--- src/hw/mem_consts.svh ---
/*
   Shared widths, store buffer depth and MIPS load/store opcodes.
   Include this header wherever one of these constants is needed.
*/
`ifndef MEM_CONSTS_SVH
`define MEM_CONSTS_SVH

// Datapath and bus widths
`define MEM_DATA_BITS   32
`define MEM_ADDR_BITS   32
`define MEM_WADDR_BITS  30

// Store buffer holds 2**SB_PTR_BITS slots, one kept free
`define SB_PTR_BITS     3

// ------------------------------
// Major opcodes, loads then stores
`define OP_LB   6'h20
`define OP_LH   6'h21
`define OP_LWL  6'h22
`define OP_LW   6'h23
`define OP_LBU  6'h24
`define OP_LHU  6'h25
`define OP_LWR  6'h26
`define OP_SB   6'h28
`define OP_SH   6'h29
`define OP_SWL  6'h2A
`define OP_SW   6'h2B
`define OP_SWR  6'h2E

`endif

--- src/hw/mem_op_pkg.sv ---
/*
   Pipeline-side types: the opcode enum, one memory request, and the
   control FSM state encoding.
*/
`include "mem_consts.svh"

package mem_op_pkg;

   // Load and store opcodes understood by the memory stage
   typedef enum logic [5:0] {
      OP_LB  = `OP_LB,
      OP_LH  = `OP_LH,
      OP_LWL = `OP_LWL,
      OP_LW  = `OP_LW,
      OP_LBU = `OP_LBU,
      OP_LHU = `OP_LHU,
      OP_LWR = `OP_LWR,
      OP_SB  = `OP_SB,
      OP_SH  = `OP_SH,
      OP_SWL = `OP_SWL,
      OP_SW  = `OP_SW,
      OP_SWR = `OP_SWR
   } mem_op_e;

   // One request from the pipeline
   // rt_val is the store source and also the LWL/LWR merge target
   typedef struct packed {
      mem_op_e                   op;
      logic [`MEM_ADDR_BITS-1:0] address;
      logic [`MEM_DATA_BITS-1:0] rt_val;
   } mem_req_t;

   // Control FSM, loads only
   typedef enum logic [1:0] {
      IDLE,
      LOAD_ISSUE,
      LOAD_WAIT
   } ctrl_state_e;

endpackage

--- src/hw/mem_bus_pkg.sv ---
/*
   Memory-side types: a buffered store and the command half of the
   word-addressed data memory bus.
*/
`include "mem_consts.svh"

package mem_bus_pkg;

   // One store waiting in the store buffer
   typedef struct packed {
      logic [`MEM_WADDR_BITS-1:0]  waddr;
      logic [`MEM_DATA_BITS-1:0]   data;
      logic [`MEM_DATA_BITS/8-1:0] byteena;
   } sb_entry_t;

   // Command side of the data memory bus
   // Held unchanged while dmem_waitrequest is high
   typedef struct packed {
      logic                        read;
      logic                        write;
      logic [`MEM_WADDR_BITS-1:0]  waddr;
      logic [`MEM_DATA_BITS-1:0]   writedata;
      logic [`MEM_DATA_BITS/8-1:0] byteena;
   } dmem_cmd_t;

endpackage

--- src/hw/store_align.sv ---
/*
   Turns a store request into a store buffer entry: rotated data,
   big-endian byte enables and word address. Purely combinational.
*/
`timescale 1ns/10ps
`include "mem_consts.svh"

module store_align import mem_op_pkg::*, mem_bus_pkg::*; (
   input  mem_req_t  req_data,
   output sb_entry_t entry
);

   logic [1:0]                  rot_delta;
   logic [1:0]                  rot;
   logic [2*`MEM_DATA_BITS-1:0] rt_twice;
   logic [1:0]                  ofs;

   assign ofs = req_data.address[1:0];

   // Extra rotation per opcode on top of the byte offset
   always_comb begin
      case (req_data.op)
         OP_SH:         rot_delta = 2'd2;
         OP_SB, OP_SWR: rot_delta = 2'd1;
         default:       rot_delta = 2'd0;  // SW, SWL
      endcase
   end

   // Two-bit sum wraps, which is the rotation we want
   assign rot      = ofs + rot_delta;
   assign rt_twice = {req_data.rt_val, req_data.rt_val};

   // Rotate right by whole bytes
   assign entry.data = rt_twice[8*rot +: `MEM_DATA_BITS];

   // ------------------------------
   // Byte enables, byte 0 is bits 31:24
   always_comb begin
      case (req_data.op)
         OP_SW:   entry.byteena = 4'hF;
         OP_SH:   entry.byteena = ofs[1] ? 4'h3 : 4'hC;
         OP_SB:   entry.byteena = 4'h8 >> ofs;
         OP_SWL:  entry.byteena = 4'hF >> ofs;   // bytes k..3
         OP_SWR:  entry.byteena = 4'hF << ~ofs;  // bytes 0..k
         default: entry.byteena = 4'h0;
      endcase
   end

   assign entry.waddr = req_data.address[`MEM_ADDR_BITS-1:2];

endmodule

--- src/hw/store_buffer.sv ---
/*
   Circular store queue between the pipeline and the data memory bus.
   One slot stays free so that full and empty are told apart.
*/
`timescale 1ns/10ps
`include "mem_consts.svh"

module store_buffer import mem_bus_pkg::*; (
   input  logic      clock,
   input  logic      reset,
   input  logic      push,
   input  sb_entry_t push_entry,
   input  logic      pop,
   output sb_entry_t head,
   output logic      full,
   output logic      empty
);

   localparam int SLOTS = 1 << `SB_PTR_BITS;

   sb_entry_t               slots [SLOTS];
   logic [`SB_PTR_BITS-1:0] wp;
   logic [`SB_PTR_BITS-1:0] rp;
   logic [`SB_PTR_BITS-1:0] wp_next;

   assign wp_next = wp + 1'b1;

   // Flags straight from the pointers
   assign full  = (wp_next == rp);
   assign empty = (wp == rp);
   assign head  = slots[rp];

   // ------------------------------
   // Pointers
   always_ff @(posedge clock) begin
      if (reset) begin
         wp <= '0;
         rp <= '0;
      end else begin
         if (push)
            wp <= wp_next;
         // Controller only pops a non-empty buffer
         if (pop)
            rp <= rp + 1'b1;
      end
   end

   // Entry storage
   always_ff @(posedge clock) begin
      if (push)
         slots[wp] <= push_entry;
   end

endmodule

--- src/hw/load_extract.sv ---
/*
   Load result network. Latches the load on capture, then picks bytes,
   extends or merges with rt when the read word returns.
*/
`timescale 1ns/10ps
`include "mem_consts.svh"

module load_extract import mem_op_pkg::*; (
   input  logic                      clock,
   input  logic                      reset,
   input  logic                      capture,
   input  mem_req_t                  req_data,
   input  logic                      readdatavalid,
   input  logic [`MEM_DATA_BITS-1:0] readdata,
   output logic                      load_done,
   output logic [`MEM_DATA_BITS-1:0] load_result
);

   mem_op_e                   op_q;
   logic [1:0]                ofs_q;
   logic [`MEM_DATA_BITS-1:0] rt_q;
   logic [7:0]                bsel;
   logic [15:0]               hsel;
   logic [`MEM_DATA_BITS-1:0] res;

   // Held for the whole load, the requester may move on
   always_ff @(posedge clock) begin
      if (capture) begin
         op_q  <= req_data.op;
         ofs_q <= req_data.address[1:0];
         rt_q  <= req_data.rt_val;
      end
   end

   // Addressed byte and half, big-endian lanes
   assign bsel = readdata[8*(3-ofs_q) +: 8];
   assign hsel = ofs_q[1] ? readdata[15:0] : readdata[31:16];

   // ------------------------------
   always_comb begin
      case (op_q)
         OP_LB:  res = {{24{bsel[7]}}, bsel};
         OP_LBU: res = {24'h0, bsel};
         OP_LH:  res = {{16{hsel[15]}}, hsel};
         OP_LHU: res = {16'h0, hsel};
         // Bytes k..3 to the top, low k bytes of rt kept
         OP_LWL: case (ofs_q)
            2'd0:    res = readdata;
            2'd1:    res = {readdata[23:0], rt_q[7:0]};
            2'd2:    res = {readdata[15:0], rt_q[15:0]};
            default: res = {readdata[7:0], rt_q[23:0]};
         endcase
         // Bytes 0..k to the bottom, upper bytes of rt kept
         OP_LWR: case (ofs_q)
            2'd0:    res = {rt_q[31:8], readdata[31:24]};
            2'd1:    res = {rt_q[31:16], readdata[31:16]};
            2'd2:    res = {rt_q[31:24], readdata[31:8]};
            default: res = readdata;
         endcase
         default: res = readdata;  // LW
      endcase
   end

   // Result registered one cycle after the data beat
   always_ff @(posedge clock) begin
      if (reset)
         load_done <= 1'b0;
      else
         load_done <= readdatavalid;
   end

   always_ff @(posedge clock) begin
      if (readdatavalid)
         load_result <= res;
   end

endmodule

--- src/hw/mem_ctrl.sv ---
/*
   Memory stage control: accepts or restarts requests, drains the store
   buffer onto the data memory bus and issues the single load read.
*/
`timescale 1ns/10ps
`include "mem_consts.svh"

module mem_ctrl import mem_op_pkg::*, mem_bus_pkg::*; (
   input  logic                       clock,
   input  logic                       reset,
   input  logic                       req,
   input  mem_op_e                    req_op,
   input  logic                       sb_full,
   input  logic                       sb_empty,
   input  sb_entry_t                  sb_head,
   input  logic [`MEM_WADDR_BITS-1:0] load_waddr,
   output logic                       sb_push,
   output logic                       sb_pop,
   output logic                       load_capture,
   output logic                       restart,
   output dmem_cmd_t                  dmem_cmd,
   input  logic                       dmem_waitrequest,
   input  logic                       dmem_readdatavalid
);

   ctrl_state_e                state;
   logic [`MEM_WADDR_BITS-1:0] load_waddr_q;
   logic                       is_load;
   logic                       is_store;
   logic                       refuse;

   // Opcode class
   always_comb begin
      is_load  = 1'b0;
      is_store = 1'b0;
      case (req_op)
         OP_LB, OP_LH, OP_LWL, OP_LW, OP_LBU, OP_LHU, OP_LWR: is_load = 1'b1;
         OP_SB, OP_SH, OP_SWL, OP_SW, OP_SWR:                is_store = 1'b1;
         default: ;
      endcase
   end

   // ------------------------------
   // Accept or refuse
   // Loads need an empty buffer, nothing is taken while a load is busy
   assign refuse = req && ((state != IDLE) ||
                           (is_store && sb_full) ||
                           (is_load && !sb_empty));

   assign sb_push      = req && is_store && !refuse;
   assign load_capture = req && is_load && !refuse;

   // Head leaves the buffer as it enters the command register
   assign sb_pop = !dmem_waitrequest && !sb_empty;

   // Word address of the accepted load
   always_ff @(posedge clock) begin
      if (load_capture)
         load_waddr_q <= load_waddr;
   end

   // ------------------------------
   // Command register and FSM
   always_ff @(posedge clock) begin
      if (reset) begin
         restart        <= 1'b0;
         state          <= IDLE;
         dmem_cmd.read  <= 1'b0;
         dmem_cmd.write <= 1'b0;
      end else begin
         // One-cycle pulse, requester reissues
         restart <= refuse;

         // Previous command taken or none pending
         if (!dmem_waitrequest) begin
            dmem_cmd.read  <= 1'b0;
            dmem_cmd.write <= 1'b0;
            if (!sb_empty) begin
               // Writes first
               dmem_cmd.write     <= 1'b1;
               dmem_cmd.waddr     <= sb_head.waddr;
               dmem_cmd.writedata <= sb_head.data;
               dmem_cmd.byteena   <= sb_head.byteena;
            end else if (state == LOAD_ISSUE) begin
               dmem_cmd.read    <= 1'b1;
               dmem_cmd.waddr   <= load_waddr_q;
               dmem_cmd.byteena <= 4'hF;
               state            <= LOAD_WAIT;
            end
         end

         if (load_capture)
            state <= LOAD_ISSUE;

         // Data beat ends the load
         if (state == LOAD_WAIT && dmem_readdatavalid)
            state <= IDLE;
      end
   end

endmodule

--- src/hw/mem_stage.sv ---
/*
   Memory stage top: store alignment, store buffer, control FSM and
   load extraction between the pipeline and the data memory bus.
*/
`timescale 1ns/10ps
`include "mem_consts.svh"

module mem_stage import mem_op_pkg::*, mem_bus_pkg::*; (
   input  logic                      clock,
   input  logic                      reset,
   input  logic                      req,
   input  mem_req_t                  req_data,
   output logic                      restart,
   output logic                      load_done,
   output logic [`MEM_DATA_BITS-1:0] load_result,
   output dmem_cmd_t                 dmem_cmd,
   input  logic                      dmem_waitrequest,
   input  logic [`MEM_DATA_BITS-1:0] dmem_readdata,
   input  logic                      dmem_readdatavalid
);

   sb_entry_t push_entry;
   sb_entry_t sb_head;
   logic      sb_push;
   logic      sb_pop;
   logic      sb_full;
   logic      sb_empty;
   logic      load_capture;

   // Control
   mem_ctrl u_mem_ctrl (
      .clock              (clock),
      .reset              (reset),
      .req                (req),
      .req_op             (req_data.op),
      .sb_full            (sb_full),
      .sb_empty           (sb_empty),
      .sb_head            (sb_head),
      .load_waddr         (req_data.address[`MEM_ADDR_BITS-1:2]),
      .sb_push            (sb_push),
      .sb_pop             (sb_pop),
      .load_capture       (load_capture),
      .restart            (restart),
      .dmem_cmd           (dmem_cmd),
      .dmem_waitrequest   (dmem_waitrequest),
      .dmem_readdatavalid (dmem_readdatavalid)
   );

   // Store path
   store_align u_store_align (
      .req_data (req_data),
      .entry    (push_entry)
   );

   store_buffer u_store_buffer (
      .clock      (clock),
      .reset      (reset),
      .push       (sb_push),
      .push_entry (push_entry),
      .pop        (sb_pop),
      .head       (sb_head),
      .full       (sb_full),
      .empty      (sb_empty)
   );

   // Load path
   load_extract u_load_extract (
      .clock         (clock),
      .reset         (reset),
      .capture       (load_capture),
      .req_data      (req_data),
      .readdatavalid (dmem_readdatavalid),
      .readdata      (dmem_readdata),
      .load_done     (load_done),
      .load_result   (load_result)
   );

endmodule

--- config.mk ---
export PLATFORM = sky130hd
export DESIGN_NAME = mem_stage
export DESIGN_NICKNAME = d
export VERILOG_FILES = /design/src/hw/mem_op_pkg.sv /design/src/hw/mem_bus_pkg.sv /design/src/hw/store_align.sv /design/src/hw/store_buffer.sv /design/src/hw/load_extract.sv /design/src/hw/mem_ctrl.sv /design/src/hw/mem_stage.sv
export VERILOG_INCLUDE_DIRS = /design/src /design/src/hw
export SDC_FILE = /design/constraint.sdc
export NUM_CORES = 1
export LEC_CHECK = 0
export ABC_AREA = 1
export BUFFER_PORTS_ARGS = -buffer_cell sky130_fd_sc_hd__buf_2
export CELL_PAD_IN_SITES_DETAIL_PLACEMENT = 0
export CELL_PAD_IN_SITES_GLOBAL_PLACEMENT = 1
export CORE_UTILIZATION = 50
export CTS_BUF_LIST = sky130_fd_sc_hd__clkbuf_16
export DETAILED_ROUTE_END_ITERATION = 10
export PLACE_DENSITY_LB_ADDON = 0.12
export SYNTH_ARGS = -nofsm -noshare
export SYNTH_HDL_FRONTEND = slang
export SYNTH_HIERARCHICAL = 1
export SYNTH_SLANG_ARGS = --single-unit
--- constraint.sdc ---
create_clock -name clock -period 8.1 [get_ports clock]
set_clock_uncertainty 0.15 [all_clocks]
set_input_delay 1.62 -clock clock [delete_from_list [all_inputs] [get_ports clock]]
set_output_delay 1.62 -clock clock [all_outputs]
set_load 0.02 [all_outputs]
==> results.yml, run 1 <==
logic_synthesis:
  yosysWarnings: 6
  yosysUniqueCellTypes: 37
  synth.net_count: 3636
  syn-instance-count: 3526
  async_reset_ff_share_pct: 0
  synth-edff-count: 696
  synth_top_area_share_pct: 62.9
  synth_top_area_cell: "edfxtp_1"
  yosysSeqAreaShare_pct: 63.8
  synth_area_leaders: "edfxtp_1, nand2_1, inv_1, nand3_1, buf_2"
  ys.flop_type: "edfxtp_1"
  ys_seq_elements: 711
  syn_avg_cell_area_um2: 9.43
  syn_area_um2: 33200
route:
  num_vias: 23479
  viasPerCell: 5.13
  wire_per_inst_um: 18.5
  drc: 0
  route.met3.wl_um: 4650
  firstDrtPassIters: 6
  dr_wl_met2_um: 41800
  wirelength_um: 84800
  wl_met1_um: 36000
  routed.top_layer: "met4"
  ant_nets: 0
  drt-initial-drc-count: 1894
worst_setup_path:
  required_ps: 8200
  critPathLaunchType: "register"
  r2r_setup_slack_ps: 3490
  r2r_cells: 11
  crit_type: "register to register"
  rr_endpoint: "u_store_buffer/slots[2][17]"
  path_cells: "xor2_1 > nor3_2 > buf_4 > inv_2 > nand3_1 > nand3_1 > nor2_1 > inv_1 > or2_2 > nor2_4 > buf_4"
  critPathSlowestCell: "nor2_4"
  rr_startpoint: "u_store_buffer/wp[2]"
  max_stage_delay_ps: 850
  cp_data_arrival_time_ps: 4710
  cp-end-kind: "register"
  path_max_fanout: 40
sta:
  rsz0062_at_grt: "false"
  relSlewSlack_pct: 25.8
  setup_viol: 0
  hold_viol: 0
  timing.final.ws_setup_ps: 3490
  fin_crit_sh_pct: 57.0
  layout_min_cycle_time_ps: 4610
  max_freq_ghz: 0.217
  final_max_slew_viol_count: 0
  fin_tns_setup_ps: 0
  worstMarginPinSlew_ps: 1110
min_path:
  min-delay-start: "u_mem_ctrl/dmem_cmd[67]"
  worstHoldPathCells: 2
  hold_class: "register to register"
  worstHoldEndpoint: "u_mem_ctrl/dmem_cmd[67]"
die:
  top_level_ports: 209
  start_util_pct: 50.6
  fp.dieH_um: 260
  std_cell_rows: 94
  core-area_um2: 65700
  die_x_um: 260
  fp.dieArea_um2: 67500
placed_design:
  dpl.hpwl_um: 49400
  place_inst: 4439
  dp_worst_setup_slack_ps: 2990
  portBuffers: 208
  gp_congestion: 0.884
clock_tree:
  cts_root_buf: "clkbuf_16"
  clk_pin_slew_worst_paths_ps: 60
  cts_buffers: 76
  cts_resized: 0
  cts_hold_buffers: 0
  clkSinkCount: 711
  clk_latency_ps: 630
  cts.htree.levels: 3
  cts_tree: "yes"
  cts_setup_buffers: 0
  cts_max_path_buffers: 3
global_routing:
  grt.total_usage_pct: 25.3
  overflow: 0
  grt_max_degree: 207
  first_global_vias: 22822
  antenna_found_initial: 2
  grt_pass1_wl_um: 130000
status:
  status: "complete, no violations"
cells_and_area:
  area_growth_pct: 11.6
  drive_above_1_share_pct: 11.4
  layout.nets: 3763
  instances_no_fill: 4578
  nFillCells: 5727
pwr:
  powerDensity_nw_per_um2: 252
  p_total_uw: 9330
  ir_drop_mv: 0.188
  p_leak_uw: 0.0169
flow_run:
  drv_cap: 0
critical path: cells and delay by family (launching register included):
family	cells	cell delay, ps
and+or+nand+nor	6	2090
buffers and inverters	4	1350
DFF	1	480
xor gates and xnor gates	1	130
synth_stat cells, types with 2 or more instances:
master    instances
a21oi_1          44
buf_1             5
buf_2           112
buf_4            46
buf_6            11
clkbuf_1         14
dfxtp_1          15
edfxtp_1        696
ha_1              3
inv_1           627
inv_2            10
nand2_1        1301
nand2_2           5
nand3_1         408
nand3_2          17
nand3_4           2
nand3b_4          2
nand4_1           4
nor2_1           98
nor2_2            5
nor2_4            6
o211ai_1          9
o21ai_0          47
o21ai_1          10
o221ai_1          2
or2_1             2
or2_2            10
xnor2_1           3
xor2_1            4
area by class of cell:
| cell class | instances | area, um2 | share of cell area [%] |
|---|---|---|---|
| Sequential cell | 711 | 21200 | 57.2 |
| Multi-Input combinational cell | 1989 | 8630 | 23.2 |
| Inverter | 638 | 2410 | 6.49 |
| Clock buffer | 76 | 1900 | 5.13 |
| Timing Repair Buffer | 237 | 1280 | 3.46 |
| Tap cell | 864 | 1080 | 2.91 |
| Clock inverter | 62 | 593 | 1.60 |
| Antenna cell | 1 | 2.50 | 0.00674 |
per-stage QoR:
step	instance area [um2]	util, %	hold slack (ps)
after CTS	37100	56.4	321
after global routing	37100	56.4	355
after global placement	34600	52.6	307
after detailed placement	34600	52.6	311
final	37100	56.4	316
after floorplan	33200	-	306
where the power goes:
part	total (uW)	internal [uW]	switching (uW)	leakage, uW
clock network	3460	2040	1430	0.00127
registers	4230	4190	41.5	0.00642
logic	1640	443	1190	0.00922
total	9330	6670	2660	0.0169
worst max path at each step:
stage                               startpoint                     endpoint  cells past startpoint
after floorplan                   req_data[68]   u_store_buffer/slots[0][0]                      9
after global placement            req_data[65]  u_store_buffer/slots[2][33]                      9
after detailed placement          req_data[65]  u_store_buffer/slots[2][34]                      9
after CTS                 u_store_buffer/wp[2]  u_store_buffer/slots[2][34]                     11
after global routing      u_store_buffer/wp[2]  u_store_buffer/slots[2][34]                     11
final                     u_store_buffer/wp[2]  u_store_buffer/slots[2][17]                     11
logic make-up (layout without fill, tap and decap cells):
family,count (synthesis),in the layout,synth area share [%]
buffers and inverters,826,1013,10.5
other,0,1,0
adders and majority gates,3,3,0.113
AOI/OAI and AO/OA,115,115,1.88
and+or+nand+nor,1864,1864,23.5
xor gates and xnor gates,7,7,0.184
DFF,711,711,63.8
flip-flops by register name, indices dropped and copies added (netlist names), 3 cells and up, named ones only:
register                    flops
u_load_extract/load_result     32
u_load_extract/op_q             6
u_load_extract/rt_q            32
u_mem_ctrl/dmem_cmd            68
u_mem_ctrl/load_waddr_q        30
u_store_buffer/rp               3
u_store_buffer/slots          528
u_store_buffer/wp               3
routing by layer:
metal,vias to the layer above,global-route usage [%]
li1,11398,-
met1,11207,33.1
met4,0,8.82
met2,723,43.2
met3,151,3.19
met5,-,0
cells in the final DEF, fill, tap and decap left out, types with 22 or more instances in the layout:
cell       synthesis  routed
nand2_1         1301    1301
nor2_1            98      87
buf_2            112     208
inv_1            627     638
o21ai_0           47      47
buf_4             46      27
a21oi_1           44      44
clkbuf_16          0      76
edfxtp_1         696     696
nand3_1          408     408
clkinv_1           0      22
(Power assumes the default switching activity.)
==> inputs of run 2 (changes only) <==
--- a/config.mk
+++ b/config.mk
@@ -10,7 +10,7 @@
 export BUFFER_PORTS_ARGS = -buffer_cell sky130_fd_sc_hd__buf_2
 export CELL_PAD_IN_SITES_DETAIL_PLACEMENT = 0
 export CELL_PAD_IN_SITES_GLOBAL_PLACEMENT = 1
-export CORE_UTILIZATION = 50
+export CORE_UTILIZATION = 43
 export CTS_BUF_LIST = sky130_fd_sc_hd__clkbuf_16
 export DETAILED_ROUTE_END_ITERATION = 10
 export PLACE_DENSITY_LB_ADDON = 0.12
==> constraint.sdc (replaced) <==
create_clock -name clock -period 4.2 [get_ports clock]
set_clock_uncertainty 0.15 [all_clocks]
set_input_delay 0.84 -clock clock [delete_from_list [all_inputs] [get_ports clock]]
set_output_delay 0.84 -clock clock [all_outputs]
set_load 0.02 [all_outputs]
==> run 2 against run 1 <==
Compared with the run above: power rose by 95%; worst setup slack worse by 2500 ps; worst hold slack got worse by 62 ps; routed wire length increased by 4.4%; sequential share of layout area down 0.73 points; core utilization decreased by 7.1 points; final cell count rose by 4.0%; die area grew 16%; combinational power is 94% higher; critical endpoint is now u_store_buffer/slots[1][30]; largest cell class unchanged.
==> results.yml, run 2 (synthesis gave the netlist of run 1 again) <==
die:
  fp.dieArea_um2: 78400
  fp.dieH_um: 280
  core-area_um2: 76200
  top_level_ports: 209
  die_x_um: 280
  start_util_pct: 43.6
  std_cell_rows: 101
route:
  drt-initial-drc-count: 1596
  wirelength_um: 88500
  wire_per_inst_um: 18.6
  drc: 0
  num_vias: 23395
  viasPerCell: 4.91
  firstDrtPassIters: 5
  ant_nets: 0
placed_design:
  dp_worst_setup_slack_ps: 299
  portBuffers: 208
  gp_congestion: 0.856
  place_inst: 4615
  dpl.hpwl_um: 52700
global_routing:
  gr-usage-met2_pct: 39.2
  antenna_found_initial: 1
  grt.total_usage_pct: 22.7
  grt_pass1_wl_um: 135000
  first_global_vias: 22706
  gr-usage-met3_pct: 3.19
  overflow: 0
  use_met1_pct: 29.2
  grt_max_degree: 120
  grt-busiest-layer: "met2"
cells_and_area:
  instances_no_fill: 4762
  largest_registers: "u_store_buffer/slots (528), u_mem_ctrl/dmem_cmd (68)"
  final_common_cell: "nand2_1"
  multiInputGateArea_um2: 8620
  layout_common_cells: "nand2_1, edfxtp_1, inv_1"
  regMostFlops: "u_store_buffer/slots"
  area_growth_pct: 13.1
  nFillCells: 7018
  drive_above_1_share_pct: 11.7
  seq_area_um2: 21200
  largest_reg_flops: 528
  layout.nets: 3776
sta:
  layout_min_cycle_time_ps: 3250
  rsz0062_at_grt: "false"
  timing.final.ws_setup_ps: 950
  hold_viol: 0
  setup_viol: 0
  fin_tns_setup_ps: 0
  worst_hold_slack_ps: 253
  relSlewSlack_pct: 25.7
  final_max_slew_viol_count: 0
  max_freq_ghz: 0.308
  fin_crit_sh_pct: 77.4
  worstMarginPinSlew_ps: 1110
clock_tree:
  cts_buffers: 79
  clk_pin_slew_worst_paths_ps: 60
  cts_max_path_buffers: 3
  cts_resized: 0
  clkSinkCount: 711
  cts_setup_buffers: 0
  cts_hold_buffers: 0
  cts_tree: "yes"
  cts.htree.levels: 3
  cts_root_buf: "clkbuf_16"
  clk_latency_ps: 630
min_path:
  hold_class: "input pin to register"
status:
  status: "complete, no violations"
worst_setup_path:
  critPathSlowestCell: "ha_2"
  cp_data_arrival_time_ps: 3420
  path_max_fanout: 64
  critPathLaunchType: "input pin"
  cp-end-kind: "register"
  required_ps: 4370
  max_stage_delay_ps: 970
  path_cells: "buf_2 > inv_1 > nand2_2 > nor2_8 > nand2_1 > o21ai_0 > ha_2 > o21ai_0 > nand3_1 > nand2_1"
  crit_type: "input pin to register"
pwr:
  internal_power_uw: 12900
  p_leak_uw: 0.0170
  switching_share_pct: 28.8
  powerDensity_nw_per_um2: 484
  p_seq_share_pct: 45.1
  switchingPower_uw: 5240
  p_comb_share_pct: 17.5
  ir_drop_mv: 0.435
  pwr-share-clk_pct: 37.4
flow_run:
  drv_cap: 0
[run 2: routing by layer]
layer  vias up  wire length, um
li1      11441                -
met1     11163            37700
met2       635            43600
met3       154             4450
met4         2             2670
met5         -               15
[run 2: through the flow]
step	total power, uW	util (%)	cell area (um2)
5_1_grt	19000	49.3	37600
3_5_place_dp	11600	46.0	35000
3_3_place_gp	11500	46.0	35000
4_1_cts	18400	49.3	37600
6_report	18200	49.3	37600
2_1_floorplan	10600	-	33200
[run 2: path summary, 6_finish.rpt]
check	from	to	slack [ps]	cells after the start
setup / recovery	req_data[68]	u_store_buffer/slots[1][30]	950	10
hold / removal	req_data[4]	u_load_extract/rt_q[4]	250	1
setup reg to reg	u_store_buffer/wp[1]	u_store_buffer/slots[0][33]	1000	12
hold reg to reg	u_mem_ctrl/dmem_cmd[67]	u_mem_ctrl/dmem_cmd[67]	310	2
[run 2: area by class of cell]
class / count / area share (%)
antenna: 1 / 0.00666
multi-input combinational: 1989 / 22.9
inverter: 638 / 6.41
timing repair buffer: 247 / 3.98
clock buffer: 80 / 5.33
clock inverter: 66 / 1.47
sequential: 711 / 56.4
tap: 1030 / 3.43
[run 2: critical path, delay by kind of cell]
family,cells,cell delay [ps]
and+or+nand+nor,5,710
adders and majority gates,1,970
buffers and inverters,2,170
AOI/OAI and AO/OA,2,690
[run 2: power by group through the flow]
stage	combinational [uW]	clock, uW	sequential, uW
2_1_floorplan	2160	0	8390
3_3_place_gp	3180	0	8360
3_5_place_dp	3220	0	8360
4_1_cts	3240	6970	8210
5_1_grt	3600	7220	8220
6_report	3180	6800	8200
